[src/hdl/mips_defs.svh]
// MIPS core parameters
`ifndef MIPS_DEFS_SVH
`define MIPS_DEFS_SVH

// Data path and bus address width
`define MIPS_XLEN 32

// Register file addressing
`define MIPS_RA_W 5
`define MIPS_NREGS 32

// First instruction fetch address
`define MIPS_RESET_PC 32'h0000_0000

`endif

[src/hdl/mips_pkg.sv]
// MIPS core types
`default_nettype none

package mips_pkg;

	// Primary opcode field
	typedef enum logic [5:0] {
		OP_RTYPE = 6'h00,
		OP_J     = 6'h02,
		OP_BEQ   = 6'h04,
		OP_ADDI  = 6'h08,
		OP_ORI   = 6'h0d,
		OP_LUI   = 6'h0f,
		OP_LW    = 6'h23,
		OP_SW    = 6'h2b
	} opcode_e;

	// R-type function field
	typedef enum logic [5:0] {
		FN_ADD = 6'h20,
		FN_SUB = 6'h22,
		FN_AND = 6'h24,
		FN_OR  = 6'h25,
		FN_SLT = 6'h2a
	} funct_e;

	typedef enum logic [2:0] {
		ALU_ADD  = 3'd0,
		ALU_SUB  = 3'd1,
		ALU_AND  = 3'd2,
		ALU_OR   = 3'd3,
		ALU_SLT  = 3'd4,
		ALU_LUI  = 3'd5,
		ALU_PASS = 3'd6
	} alu_op_e;

	typedef enum logic [3:0] {
		S_FETCH,
		S_DECODE,
		S_MEM_ADDR,
		S_MEM_READ,
		S_MEM_WB,
		S_MEM_WRITE,
		S_ALU_EXEC,
		S_ALU_WB,
		S_BRANCH,
		S_JUMP
	} state_e;

	typedef struct packed {
		alu_op_e alu_op;
		logic    alu_src_imm;
		logic    imm_zero_ext;
		logic    reg_dst_rd;
		logic    mem_to_reg;
		logic    reg_write;
		logic    ir_write;
		logic    mdr_write;
		logic    pc_inc;
		logic    pc_branch;
		logic    pc_jump;
	} ctrl_t;

	// Low half is either rd/shamt/funct or the immediate
	typedef struct packed {
		logic [4:0] rd;
		logic [4:0] shamt;
		funct_e     funct;
	} rfields_t;

	typedef union packed {
		rfields_t    r;
		logic [15:0] imm;
	} low_t;

	typedef struct packed {
		opcode_e    op;
		logic [4:0] rs;
		logic [4:0] rt;
		low_t       lo;
	} instr_t;

endpackage

`default_nettype wire

[src/hdl/regfile.sv]
// Three-ported register file
`timescale 1ns/1ps
`default_nettype none

`include "mips_defs.svh"

module regfile (
	input  logic                  clk,
	input  logic                  we3,
	input  logic [`MIPS_RA_W-1:0] ra1,
	input  logic [`MIPS_RA_W-1:0] ra2,
	input  logic [`MIPS_RA_W-1:0] wa3,
	input  logic [`MIPS_XLEN-1:0] wd3,
	output logic [`MIPS_XLEN-1:0] rd1,
	output logic [`MIPS_XLEN-1:0] rd2
);
	logic [`MIPS_XLEN-1:0] rf [`MIPS_NREGS];

	// Write port on the rising edge
	always_ff @(posedge clk) begin
		if (we3) begin
			rf[wa3] <= wd3;
		end
	end

	// Register 0 is hardwired to zero
	assign rd1 = (ra1 != '0) ? rf[ra1] : '0;
	assign rd2 = (ra2 != '0) ? rf[ra2] : '0;

endmodule

`default_nettype wire

[src/hdl/mips_decode.sv]
// Multicycle controller
`timescale 1ns/1ps
`default_nettype none

module mips_decode (
	input  logic             clk,
	input  logic             rst,
	input  mips_pkg::instr_t instr,
	input  logic             wb_ack,
	output mips_pkg::ctrl_t  ctrl,
	output logic             wb_cyc,
	output logic             wb_stb,
	output logic             wb_we,
	output logic             data_phase
);
	mips_pkg::state_e  state_q;
	mips_pkg::state_e  state_d;
	mips_pkg::ctrl_t   ctrl_d;
	mips_pkg::alu_op_e alu_op;
	logic              funct_ok;
	logic              bus_q;
	logic              done;

	// Transfer completes on ack of our own strobe
	assign done = bus_q & wb_ack;

	// ALU operation from opcode and funct
	always_comb begin
		alu_op = mips_pkg::ALU_PASS;
		funct_ok = 1'b1;
		case (instr.op)
			mips_pkg::OP_RTYPE: begin
				case (instr.lo.r.funct)
					mips_pkg::FN_ADD: alu_op = mips_pkg::ALU_ADD;
					mips_pkg::FN_SUB: alu_op = mips_pkg::ALU_SUB;
					mips_pkg::FN_AND: alu_op = mips_pkg::ALU_AND;
					mips_pkg::FN_OR:  alu_op = mips_pkg::ALU_OR;
					mips_pkg::FN_SLT: alu_op = mips_pkg::ALU_SLT;
					default:          funct_ok = 1'b0;
				endcase
			end
			mips_pkg::OP_ADDI, mips_pkg::OP_LW, mips_pkg::OP_SW: alu_op = mips_pkg::ALU_ADD;
			mips_pkg::OP_ORI: alu_op = mips_pkg::ALU_OR;
			mips_pkg::OP_LUI: alu_op = mips_pkg::ALU_LUI;
			mips_pkg::OP_BEQ: alu_op = mips_pkg::ALU_SUB;
			default: funct_ok = 1'b0;
		endcase
	end

	always_comb begin
		state_d = state_q;
		case (state_q)
			mips_pkg::S_FETCH: if (done) state_d = mips_pkg::S_DECODE;
			mips_pkg::S_DECODE: begin
				case (instr.op)
					mips_pkg::OP_RTYPE: begin
						state_d = funct_ok ? mips_pkg::S_ALU_EXEC : mips_pkg::S_FETCH;
					end
					mips_pkg::OP_ADDI, mips_pkg::OP_ORI, mips_pkg::OP_LUI: begin
						state_d = mips_pkg::S_ALU_EXEC;
					end
					mips_pkg::OP_LW, mips_pkg::OP_SW: state_d = mips_pkg::S_MEM_ADDR;
					mips_pkg::OP_BEQ: state_d = mips_pkg::S_BRANCH;
					mips_pkg::OP_J:   state_d = mips_pkg::S_JUMP;
					// Unknown opcode is dropped
					default: state_d = mips_pkg::S_FETCH;
				endcase
			end
			mips_pkg::S_MEM_ADDR: begin
				if (instr.op == mips_pkg::OP_LW) begin
					state_d = mips_pkg::S_MEM_READ;
				end else begin
					state_d = mips_pkg::S_MEM_WRITE;
				end
			end
			mips_pkg::S_MEM_READ:  if (done) state_d = mips_pkg::S_MEM_WB;
			mips_pkg::S_MEM_WRITE: if (done) state_d = mips_pkg::S_FETCH;
			mips_pkg::S_ALU_EXEC:  state_d = mips_pkg::S_ALU_WB;
			default:               state_d = mips_pkg::S_FETCH;
		endcase
	end

	// Control for the coming state, registered below
	always_comb begin
		ctrl_d = '0;
		ctrl_d.alu_op = mips_pkg::ALU_PASS;
		case (state_d)
			mips_pkg::S_FETCH: begin
				ctrl_d.ir_write = 1'b1;
				ctrl_d.pc_inc = 1'b1;
			end
			// Address held in the ALU register through the access
			mips_pkg::S_MEM_ADDR, mips_pkg::S_MEM_READ, mips_pkg::S_MEM_WRITE,
			mips_pkg::S_MEM_WB: begin
				ctrl_d.alu_op = mips_pkg::ALU_ADD;
				ctrl_d.alu_src_imm = 1'b1;
				ctrl_d.mdr_write = (state_d == mips_pkg::S_MEM_READ);
				ctrl_d.mem_to_reg = (state_d == mips_pkg::S_MEM_WB);
				ctrl_d.reg_write = (state_d == mips_pkg::S_MEM_WB);
			end
			mips_pkg::S_ALU_EXEC, mips_pkg::S_ALU_WB: begin
				ctrl_d.alu_op = alu_op;
				ctrl_d.alu_src_imm = (instr.op != mips_pkg::OP_RTYPE);
				ctrl_d.imm_zero_ext = (instr.op == mips_pkg::OP_ORI);
				ctrl_d.reg_dst_rd = (instr.op == mips_pkg::OP_RTYPE);
				ctrl_d.reg_write = (state_d == mips_pkg::S_ALU_WB);
			end
			mips_pkg::S_BRANCH: begin
				ctrl_d.alu_op = mips_pkg::ALU_SUB;
				ctrl_d.pc_branch = 1'b1;
			end
			mips_pkg::S_JUMP: ctrl_d.pc_jump = 1'b1;
			default: ;
		endcase
	end

	always_ff @(posedge clk) begin
		if (rst) begin
			state_q <= mips_pkg::S_FETCH;
			ctrl <= '0;
			bus_q <= 1'b0;
			wb_we <= 1'b0;
			data_phase <= 1'b0;
		end else begin
			state_q <= state_d;
			ctrl <= ctrl_d;
			bus_q <= (state_d == mips_pkg::S_FETCH) || (state_d == mips_pkg::S_MEM_READ) ||
				(state_d == mips_pkg::S_MEM_WRITE);
			wb_we <= (state_d == mips_pkg::S_MEM_WRITE);
			data_phase <= (state_d == mips_pkg::S_MEM_READ) ||
				(state_d == mips_pkg::S_MEM_WRITE);
		end
	end

	assign wb_cyc = bus_q;
	assign wb_stb = bus_q;

endmodule

`default_nettype wire

[src/hdl/mips_execute.sv]
// ALU and program counter
`timescale 1ns/1ps
`default_nettype none

`include "mips_defs.svh"

module mips_execute (
	input  logic                  clk,
	input  logic                  rst,
	input  mips_pkg::ctrl_t       ctrl,
	input  mips_pkg::instr_t      instr,
	input  logic [`MIPS_XLEN-1:0] rd1,
	input  logic [`MIPS_XLEN-1:0] rd2,
	input  logic                  wb_ack,
	output logic [`MIPS_XLEN-1:0] pc,
	output logic [`MIPS_XLEN-1:0] alu_out
);
	logic [15:0]           imm;
	logic [`MIPS_XLEN-1:0] imm_sext;
	logic [`MIPS_XLEN-1:0] imm_ext;
	logic [`MIPS_XLEN-1:0] b;
	logic [`MIPS_XLEN-1:0] alu_res;
	logic [`MIPS_XLEN-1:0] br_target;
	logic [`MIPS_XLEN-1:0] j_target;
	logic                  equal;

	assign imm = instr.lo.imm;
	assign imm_sext = {{(`MIPS_XLEN-16){imm[15]}}, imm};
	// ori takes the immediate unsigned
	assign imm_ext = ctrl.imm_zero_ext ? {{(`MIPS_XLEN-16){1'b0}}, imm} : imm_sext;
	assign b = ctrl.alu_src_imm ? imm_ext : rd2;

	always_comb begin
		case (ctrl.alu_op)
			mips_pkg::ALU_ADD: alu_res = rd1 + b;
			mips_pkg::ALU_SUB: alu_res = rd1 - b;
			mips_pkg::ALU_AND: alu_res = rd1 & b;
			mips_pkg::ALU_OR:  alu_res = rd1 | b;
			mips_pkg::ALU_SLT: alu_res = {{(`MIPS_XLEN-1){1'b0}}, $signed(rd1) < $signed(b)};
			mips_pkg::ALU_LUI: alu_res = {b[15:0], {(`MIPS_XLEN-16){1'b0}}};
			default:           alu_res = b;
		endcase
	end

	// PC already points past the branch when these are used
	assign equal = (rd1 == rd2);
	assign br_target = pc + {imm_sext[`MIPS_XLEN-3:0], 2'b00};
	assign j_target = {pc[`MIPS_XLEN-1:28], instr.rs, instr.rt, imm, 2'b00};

	always_ff @(posedge clk) begin
		if (rst) begin
			pc <= `MIPS_RESET_PC;
		end else if (ctrl.pc_inc && wb_ack) begin
			pc <= pc + `MIPS_XLEN'd4;
		end else if (ctrl.pc_branch && equal) begin
			pc <= br_target;
		end else if (ctrl.pc_jump) begin
			pc <= j_target;
		end
	end

	// ALU result register, loaded every cycle
	always_ff @(posedge clk) begin
		alu_out <= alu_res;
	end

endmodule

`default_nettype wire

[src/hdl/mips_result.sv]
// Instruction and data registers, write-back
`timescale 1ns/1ps
`default_nettype none

`include "mips_defs.svh"

module mips_result (
	input  logic                  clk,
	input  logic                  rst,
	input  mips_pkg::ctrl_t       ctrl,
	input  logic [`MIPS_XLEN-1:0] wb_rdata,
	input  logic                  wb_ack,
	input  logic [`MIPS_XLEN-1:0] alu_out,
	output mips_pkg::instr_t      instr,
	output logic                  we3,
	output logic [`MIPS_RA_W-1:0] wa3,
	output logic [`MIPS_XLEN-1:0] wd3
);
	logic [`MIPS_XLEN-1:0] mdr;

	// Instruction register, captured on fetch ack
	always_ff @(posedge clk) begin
		if (rst) begin
			instr <= '0;
		end else if (ctrl.ir_write && wb_ack) begin
			instr <= mips_pkg::instr_t'(wb_rdata);
		end
	end

	// Load data
	always_ff @(posedge clk) begin
		if (ctrl.mdr_write && wb_ack) begin
			mdr <= wb_rdata;
		end
	end

	assign we3 = ctrl.reg_write;
	assign wa3 = ctrl.reg_dst_rd ? instr.lo.r.rd : instr.rt;
	assign wd3 = ctrl.mem_to_reg ? mdr : alu_out;

endmodule

`default_nettype wire

[src/hdl/mips_core.sv]
// Multicycle MIPS core, Wishbone master
`timescale 1ns/1ps
`default_nettype none

`include "mips_defs.svh"

module mips_core (
	input  logic                  clk,
	input  logic                  rst,
	output logic                  wb_cyc,
	output logic                  wb_stb,
	output logic                  wb_we,
	output logic [`MIPS_XLEN-1:0] wb_adr,
	output logic [`MIPS_XLEN-1:0] wb_wdata,
	input  logic [`MIPS_XLEN-1:0] wb_rdata,
	input  logic                  wb_ack
);
	mips_pkg::ctrl_t       ctrl;
	mips_pkg::instr_t      instr;
	logic                  data_phase;
	logic [`MIPS_XLEN-1:0] pc;
	logic [`MIPS_XLEN-1:0] alu_out;
	logic [`MIPS_XLEN-1:0] rd1;
	logic [`MIPS_XLEN-1:0] wd3;
	logic [`MIPS_RA_W-1:0] wa3;
	logic                  we3;

	// Fetch from the PC, data accesses from the ALU register
	assign wb_adr = data_phase ? alu_out : pc;

	mips_decode decode_i (
		.clk        (clk),
		.rst        (rst),
		.instr      (instr),
		.wb_ack     (wb_ack),
		.ctrl       (ctrl),
		.wb_cyc     (wb_cyc),
		.wb_stb     (wb_stb),
		.wb_we      (wb_we),
		.data_phase (data_phase)
	);

	mips_execute execute_i (
		.clk     (clk),
		.rst     (rst),
		.ctrl    (ctrl),
		.instr   (instr),
		.rd1     (rd1),
		.rd2     (wb_wdata),
		.wb_ack  (wb_ack),
		.pc      (pc),
		.alu_out (alu_out)
	);

	mips_result result_i (
		.clk      (clk),
		.rst      (rst),
		.ctrl     (ctrl),
		.wb_rdata (wb_rdata),
		.wb_ack   (wb_ack),
		.alu_out  (alu_out),
		.instr    (instr),
		.we3      (we3),
		.wa3      (wa3),
		.wd3      (wd3)
	);

	// Store data comes straight from read port 2
	regfile regfile_i (
		.clk (clk),
		.we3 (we3),
		.ra1 (instr.rs),
		.ra2 (instr.rt),
		.wa3 (wa3),
		.wd3 (wd3),
		.rd1 (rd1),
		.rd2 (wb_wdata)
	);

endmodule

`default_nettype wire

[config.mk]
export PLATFORM = sky130hd
export DESIGN_NAME = mips_core
export DESIGN_NICKNAME = d
export VERILOG_FILES = /design/src/hdl/mips_pkg.sv /design/src/hdl/regfile.sv /design/src/hdl/mips_decode.sv /design/src/hdl/mips_execute.sv /design/src/hdl/mips_result.sv /design/src/hdl/mips_core.sv
export VERILOG_INCLUDE_DIRS = /design/src /design/src/hdl
export SDC_FILE = /design/constraint.sdc
export NUM_CORES = 2
export LEC_CHECK = 0
export BUFFER_PORTS_ARGS = -buffer_cell sky130_fd_sc_hd__buf_2
export CORE_MARGIN = 4
export CORE_UTILIZATION = 58
export DETAILED_ROUTE_END_ITERATION = 6
export GPL_TIMING_DRIVEN = 1
export PLACE_DENSITY = 0.81
export SYNTH_ARGS = -nofsm -noshare
export SYNTH_HDL_FRONTEND = slang
export SYNTH_SLANG_ARGS = --single-unit
[constraint.sdc]
create_clock -name clk -period 4.9 [get_ports clk]
set_input_delay 0.98 -clock clk [delete_from_list [all_inputs] [get_ports clk]]
set_output_delay 0.98 -clock clk [all_outputs]
set_load 0.03 [all_outputs]
==> results <==
- The synthesized area is 61,320 um2.
- The cell-internal power is 18,780 uW.
- The area share of the largest cell type after synthesis is 51.71%.
- In this run the clock root is driven by a sky130_fd_sc_hd__clkbuf_16.
- The clock tree skew after final layout is 50.63 ps.
- The pin count of the biggest net entering global routing is 47.
- In this run the remaining antenna-violating nets after routing total 0.
- At the end of the flow, the number of nets in the layout was 4,878.
- The placed instance area is about 67,000 um2.
- The cell with the largest stage delay on the worst path is sky130_fd_sc_hd__mux4_2.
- The path class of the lowest-slack min-delay path is in -> reg.
- The peak supply drop is 0.3589 mV.
- The share of the Yosys chip area taken by registers is 55.73%.
- The floorplan die area is about 110,000 um2.
- Setup violations remaining at the end of the flow were counted as 21.
- The routed design has 236.4 mm of wire.
- Of all cell types, the one taking the most synthesized area is sky130_fd_sc_hd__edfxtp_1.
- The number of warning messages in the yosys log is 0.
- From synthesis to final layout, the design area changed by 18.92%.
- The critical path crosses 22 cells after its start point.
- The standby leakage power is 0.02504 uW.
- The critical path contains buffers and inverters numbering 6 combined.
- The count of input and output buffers is 101.
- Max-cap violations in this run came to 0.
- The highest fanout seen on the critical path is 7.
- The final-report max-slew violation count is 0.
- The die is 333.2 um wide.
- The power per unit of standard cell area is 360.0 nW/um2.
- The first detailed-routing pass ran for 7 iterations.
- The initial utilization of the core area, before any placement, comes to between 50% and 60%.
- The endpoint required time on the critical path is 5500 ps.
- The sequential share of power is about 44%.
- For this block, the initial DRC count from the detailed router was 9,385.
- The finished cells cover 72,920 um2.
- The number of nets handed over by synthesis was 4,331.
- The synthesized design contains 1,056 enable-type register cells.
- The most common flop cell mapped by yosys is sky130_fd_sc_hd__edfxtp_1.
- Dividing the final minimum period by the clock period gives 103.7%.
- The worst setup path is captured at a register.
- Clock-pin slew was measured on the worst setup and hold paths at around 70 ps.
- The floorplan row count is 119.
- The tree built by TritonCTS fans out to between 1,000 and 1,500 sinks.
- The sum of net half-perimeters after detailed placement is 143.9 mm.
- Leaving out fill and tap cells, the most frequent cell in the layout is sky130_fd_sc_hd__edfxtp_1.
- The transition time at the pin with the least slew margin is 1443 ps.
- In this run, post-CTS hold repair placed 0 buffers.
- The depth of the worst register-to-register path is 22.
- The count of final hold-check violations is 0.
- The checks that failed: DRC, setup timing.
- The first-pass GRT wire length is approximately 330 mm.
- Measured along the y axis, the die boundary spans between 300 and 400 um.
- The synthesized netlist contains 98 unique library cells.
- The critical path is of the reg -> reg type.
- Clock tree synthesis inserted a total of ~120 buffers.
- Setup repair after global routing could not meet its margin everywhere.
- The core box area is 105,100 um2.
- The top cell types in the final layout, fill and taps aside, are sky130_fd_sc_hd__edfxtp_1, sky130_fd_sc_hd__buf_4, sky130_fd_sc_hd__mux4_2.
- Derived from the worst setup path, the maximum achievable clock frequency is 196.8 MHz.
- The worst setup path is launched from a register.
- In this run the tightest slew margin relative to its limit is 3.564%.
- The routed via count is 47,530.
- The async set-reset flop share out of synthesis is 0%.
- The congestion estimate from routability-driven global placement came to 1.072.
- The worst-case hold slack is 403.2 ps.
- The total congestion overflow after global routing is 0.
- The later pin in the worst-skew pair is clocked with a latency of 770 ps.
- The signal on the critical path passes through buf_6 > buf_12 > buf_12 > mux4_2 > mux4_2 > a21oi_4 > buf_6 > o21ai_2 > inv_2 > ha_4 > buf_4 > nand3b_1 > nor4_4 > a2111oi_4 > o221ai_1 > o21bai_4 > a31o_1 > a221oi_4 > mux2i_1 > xnor2_1 > o221ai_1 > a21boi_1.
- The average wire per cell in the routed design is 38.06 um.
- Along the worst hold path, the cell count comes to 1.
- The depth of the CTS H-tree is 3.
- The shortest clock period the worst path allows after layout is 5083 ps.
- The share of total power dissipated in combinational logic is 19.7%.
- The clock passes through at most 3 buffers.
- The number of primary I/O pins is 102.
- After detailed routing, the number of vias per cell comes to 7.650.
- Net switching is between 20 and 30% of the power.
- The switching power of the nets is 7478 uW.
- In the global route stage, overall resource usage came out at 40.69%.
- The initial antenna violation count came to 10.
- For this run, the slowest stage of the critical path takes 570 ps.
- The number of fill cells is 6,571.
- TritonCTS built the clock tree.
- The final setup slack of the worst path is -182.5 ps.
- The flop and latch count out of synthesis is 1,179.
- The number of cells produced by synthesis is 4,164.
- Cells with a size suffix above 1 make up 35.86% of the layout.
- Yosys attributes the largest share of cell area to sky130_fd_sc_hd__edfxtp_1, sky130_fd_sc_hd__mux4_2, sky130_fd_sc_hd__dfxtp_1, sky130_fd_sc_hd__ha_1, sky130_fd_sc_hd__a21oi_1.
- The flow ran to the end, but the final reports show violations.
- The mean instance size in the synthesized netlist is 14.73 um2.
- In the routed design, unresolved DRC markers number 32.
- Per report_power, the clock group accounts for 36.7% of the total.
- The cell family with the largest share of critical-path delay is compound AO/OA/AOI/OAI gates.
- The via count of the first global-routing pass was ~46,000.
- The critical path arrival is roughly 5700 ps.
==> registers in the layout, indices dropped and copies added, names as in the netlist, 4 cells and up, named ones only <==
| signal | cells |
|---|---|
| regfile_i.rf | 1024 |
| decode_i.state_q | 4 |
| result_i.instr | 32 |
| execute_i.alu_out | 32 |
| execute_i.pc | 30 |
| decode_i.ctrl | 12 |
| result_i.mdr | 32 |
==> metal layers <==
layer  track usage [%]  part of all wire, %
met5                 0                0.033
met4             28.64                   10
met3             14.02                   16
met2             59.73                   43
met1             51.05                   31
==> Yosys cell counts (53+ instances only) <==
| master | number |
|---|---|
| sky130_fd_sc_hd__ha_1 | 130 |
| sky130_fd_sc_hd__inv_1 | 144 |
| sky130_fd_sc_hd__mux2i_1 | 64 |
| sky130_fd_sc_hd__a22oi_1 | 149 |
| sky130_fd_sc_hd__clkbuf_1 | 133 |
| sky130_fd_sc_hd__o21ai_0 | 125 |
| sky130_fd_sc_hd__nand2_1 | 236 |
| sky130_fd_sc_hd__dfxtp_1 | 123 |
| sky130_fd_sc_hd__o22ai_1 | 53 |
| sky130_fd_sc_hd__a21oi_1 | 296 |
| sky130_fd_sc_hd__buf_4 | 58 |
| sky130_fd_sc_hd__edfxtp_1 | 1056 |
| sky130_fd_sc_hd__xnor2_1 | 67 |
| sky130_fd_sc_hd__mux2_2 | 71 |
| sky130_fd_sc_hd__nor2_1 | 222 |
| sky130_fd_sc_hd__mux4_2 | 507 |
==> worst paths after layout <==
path / slack, ps / from / endpoint
worst min-delay path: 400 / wb_rdata[1] / result_i.mdr[1]
worst max register to register: -180 / register / execute_i.alu_out[21]
worst max-delay path: -180 / register / execute_i.alu_out[21]
worst min register to register: 550 / result_i.instr[30] / result_i.instr[30]
==> power groups by stage <==
| stage | combinational [uW] | clock, uW | sequential (uW) |
|---|---|---|---|
| floorplan | 2550 | 0 | 11600 |
| global placement | 4470 | 0 | 11700 |
| detailed placement | 4520 | 0 | 11700 |
| CTS | 4710 | 9480 | 11400 |
| global route | 5340 | 10100 | 11400 |
| finish | 5180 | 9630 | 11500 |
==> stage by stage <==
step | utilization, % | setup WS, ps | total power (uW) | instances | setup TNS [ps]
after CTS | 68.43 | -30.10 | 25640 | 6160 | -86.88
final | 69.37 | -182.5 | 26260 | 6213 | -1442
after global placement | 63.89 | -292.4 | 16120 | 5913 | -2319
after floorplan | - | 6.485 | 14110 | 4164 | 0
after detailed placement | 63.89 | -356.5 | 16180 | 5913 | -3379
after global routing | 69.35 | -317.7 | 26830 | 6204 | -2710
==> kinds of logic (layout without fill, tap and decap cells) <==
logic type / after synthesis / count (layout) / share of synthesized area [%]
AOI/OAI and AO/OA: 905 / 905 / 9.449
muxes: 652 / 652 / 21.37
adders and majority gates: 132 / 132 / 2.718
and+or+nand+nor: 763 / 763 / 5.968
other: 0 / 9 / 0
DFF: 1179 / 1179 / 55.73
xor gates and xnor gates: 90 / 90 / 1.285
buffers and inverters: 443 / 1092 / 3.479
==> area by class of cell <==
cell class,count,area (um2),area share (%)
repair buffers,725,6190,8.488
clock buffers,135,3019,4.140
multi-input cells,2542,26190,35.91
well taps,1391,1740,2.387
clock inverters,84,1011,1.386
inverters,148,555.5,0.7618
diodes,9,22.52,0.03088
flip-flops and latches,1179,34200,46.90
==> timing repair <==
action | 4_1_cts | 5_1_grt
setup buffers | 23 | 43
endpoints found under the hold margin | 0 | 0
gates cloned | 5 | 2
endpoints found under the setup margin | 22 | 41
pin swaps | 30 | 43
resized for setup | 94 | 134
Power figures use the tool's default switching activity.
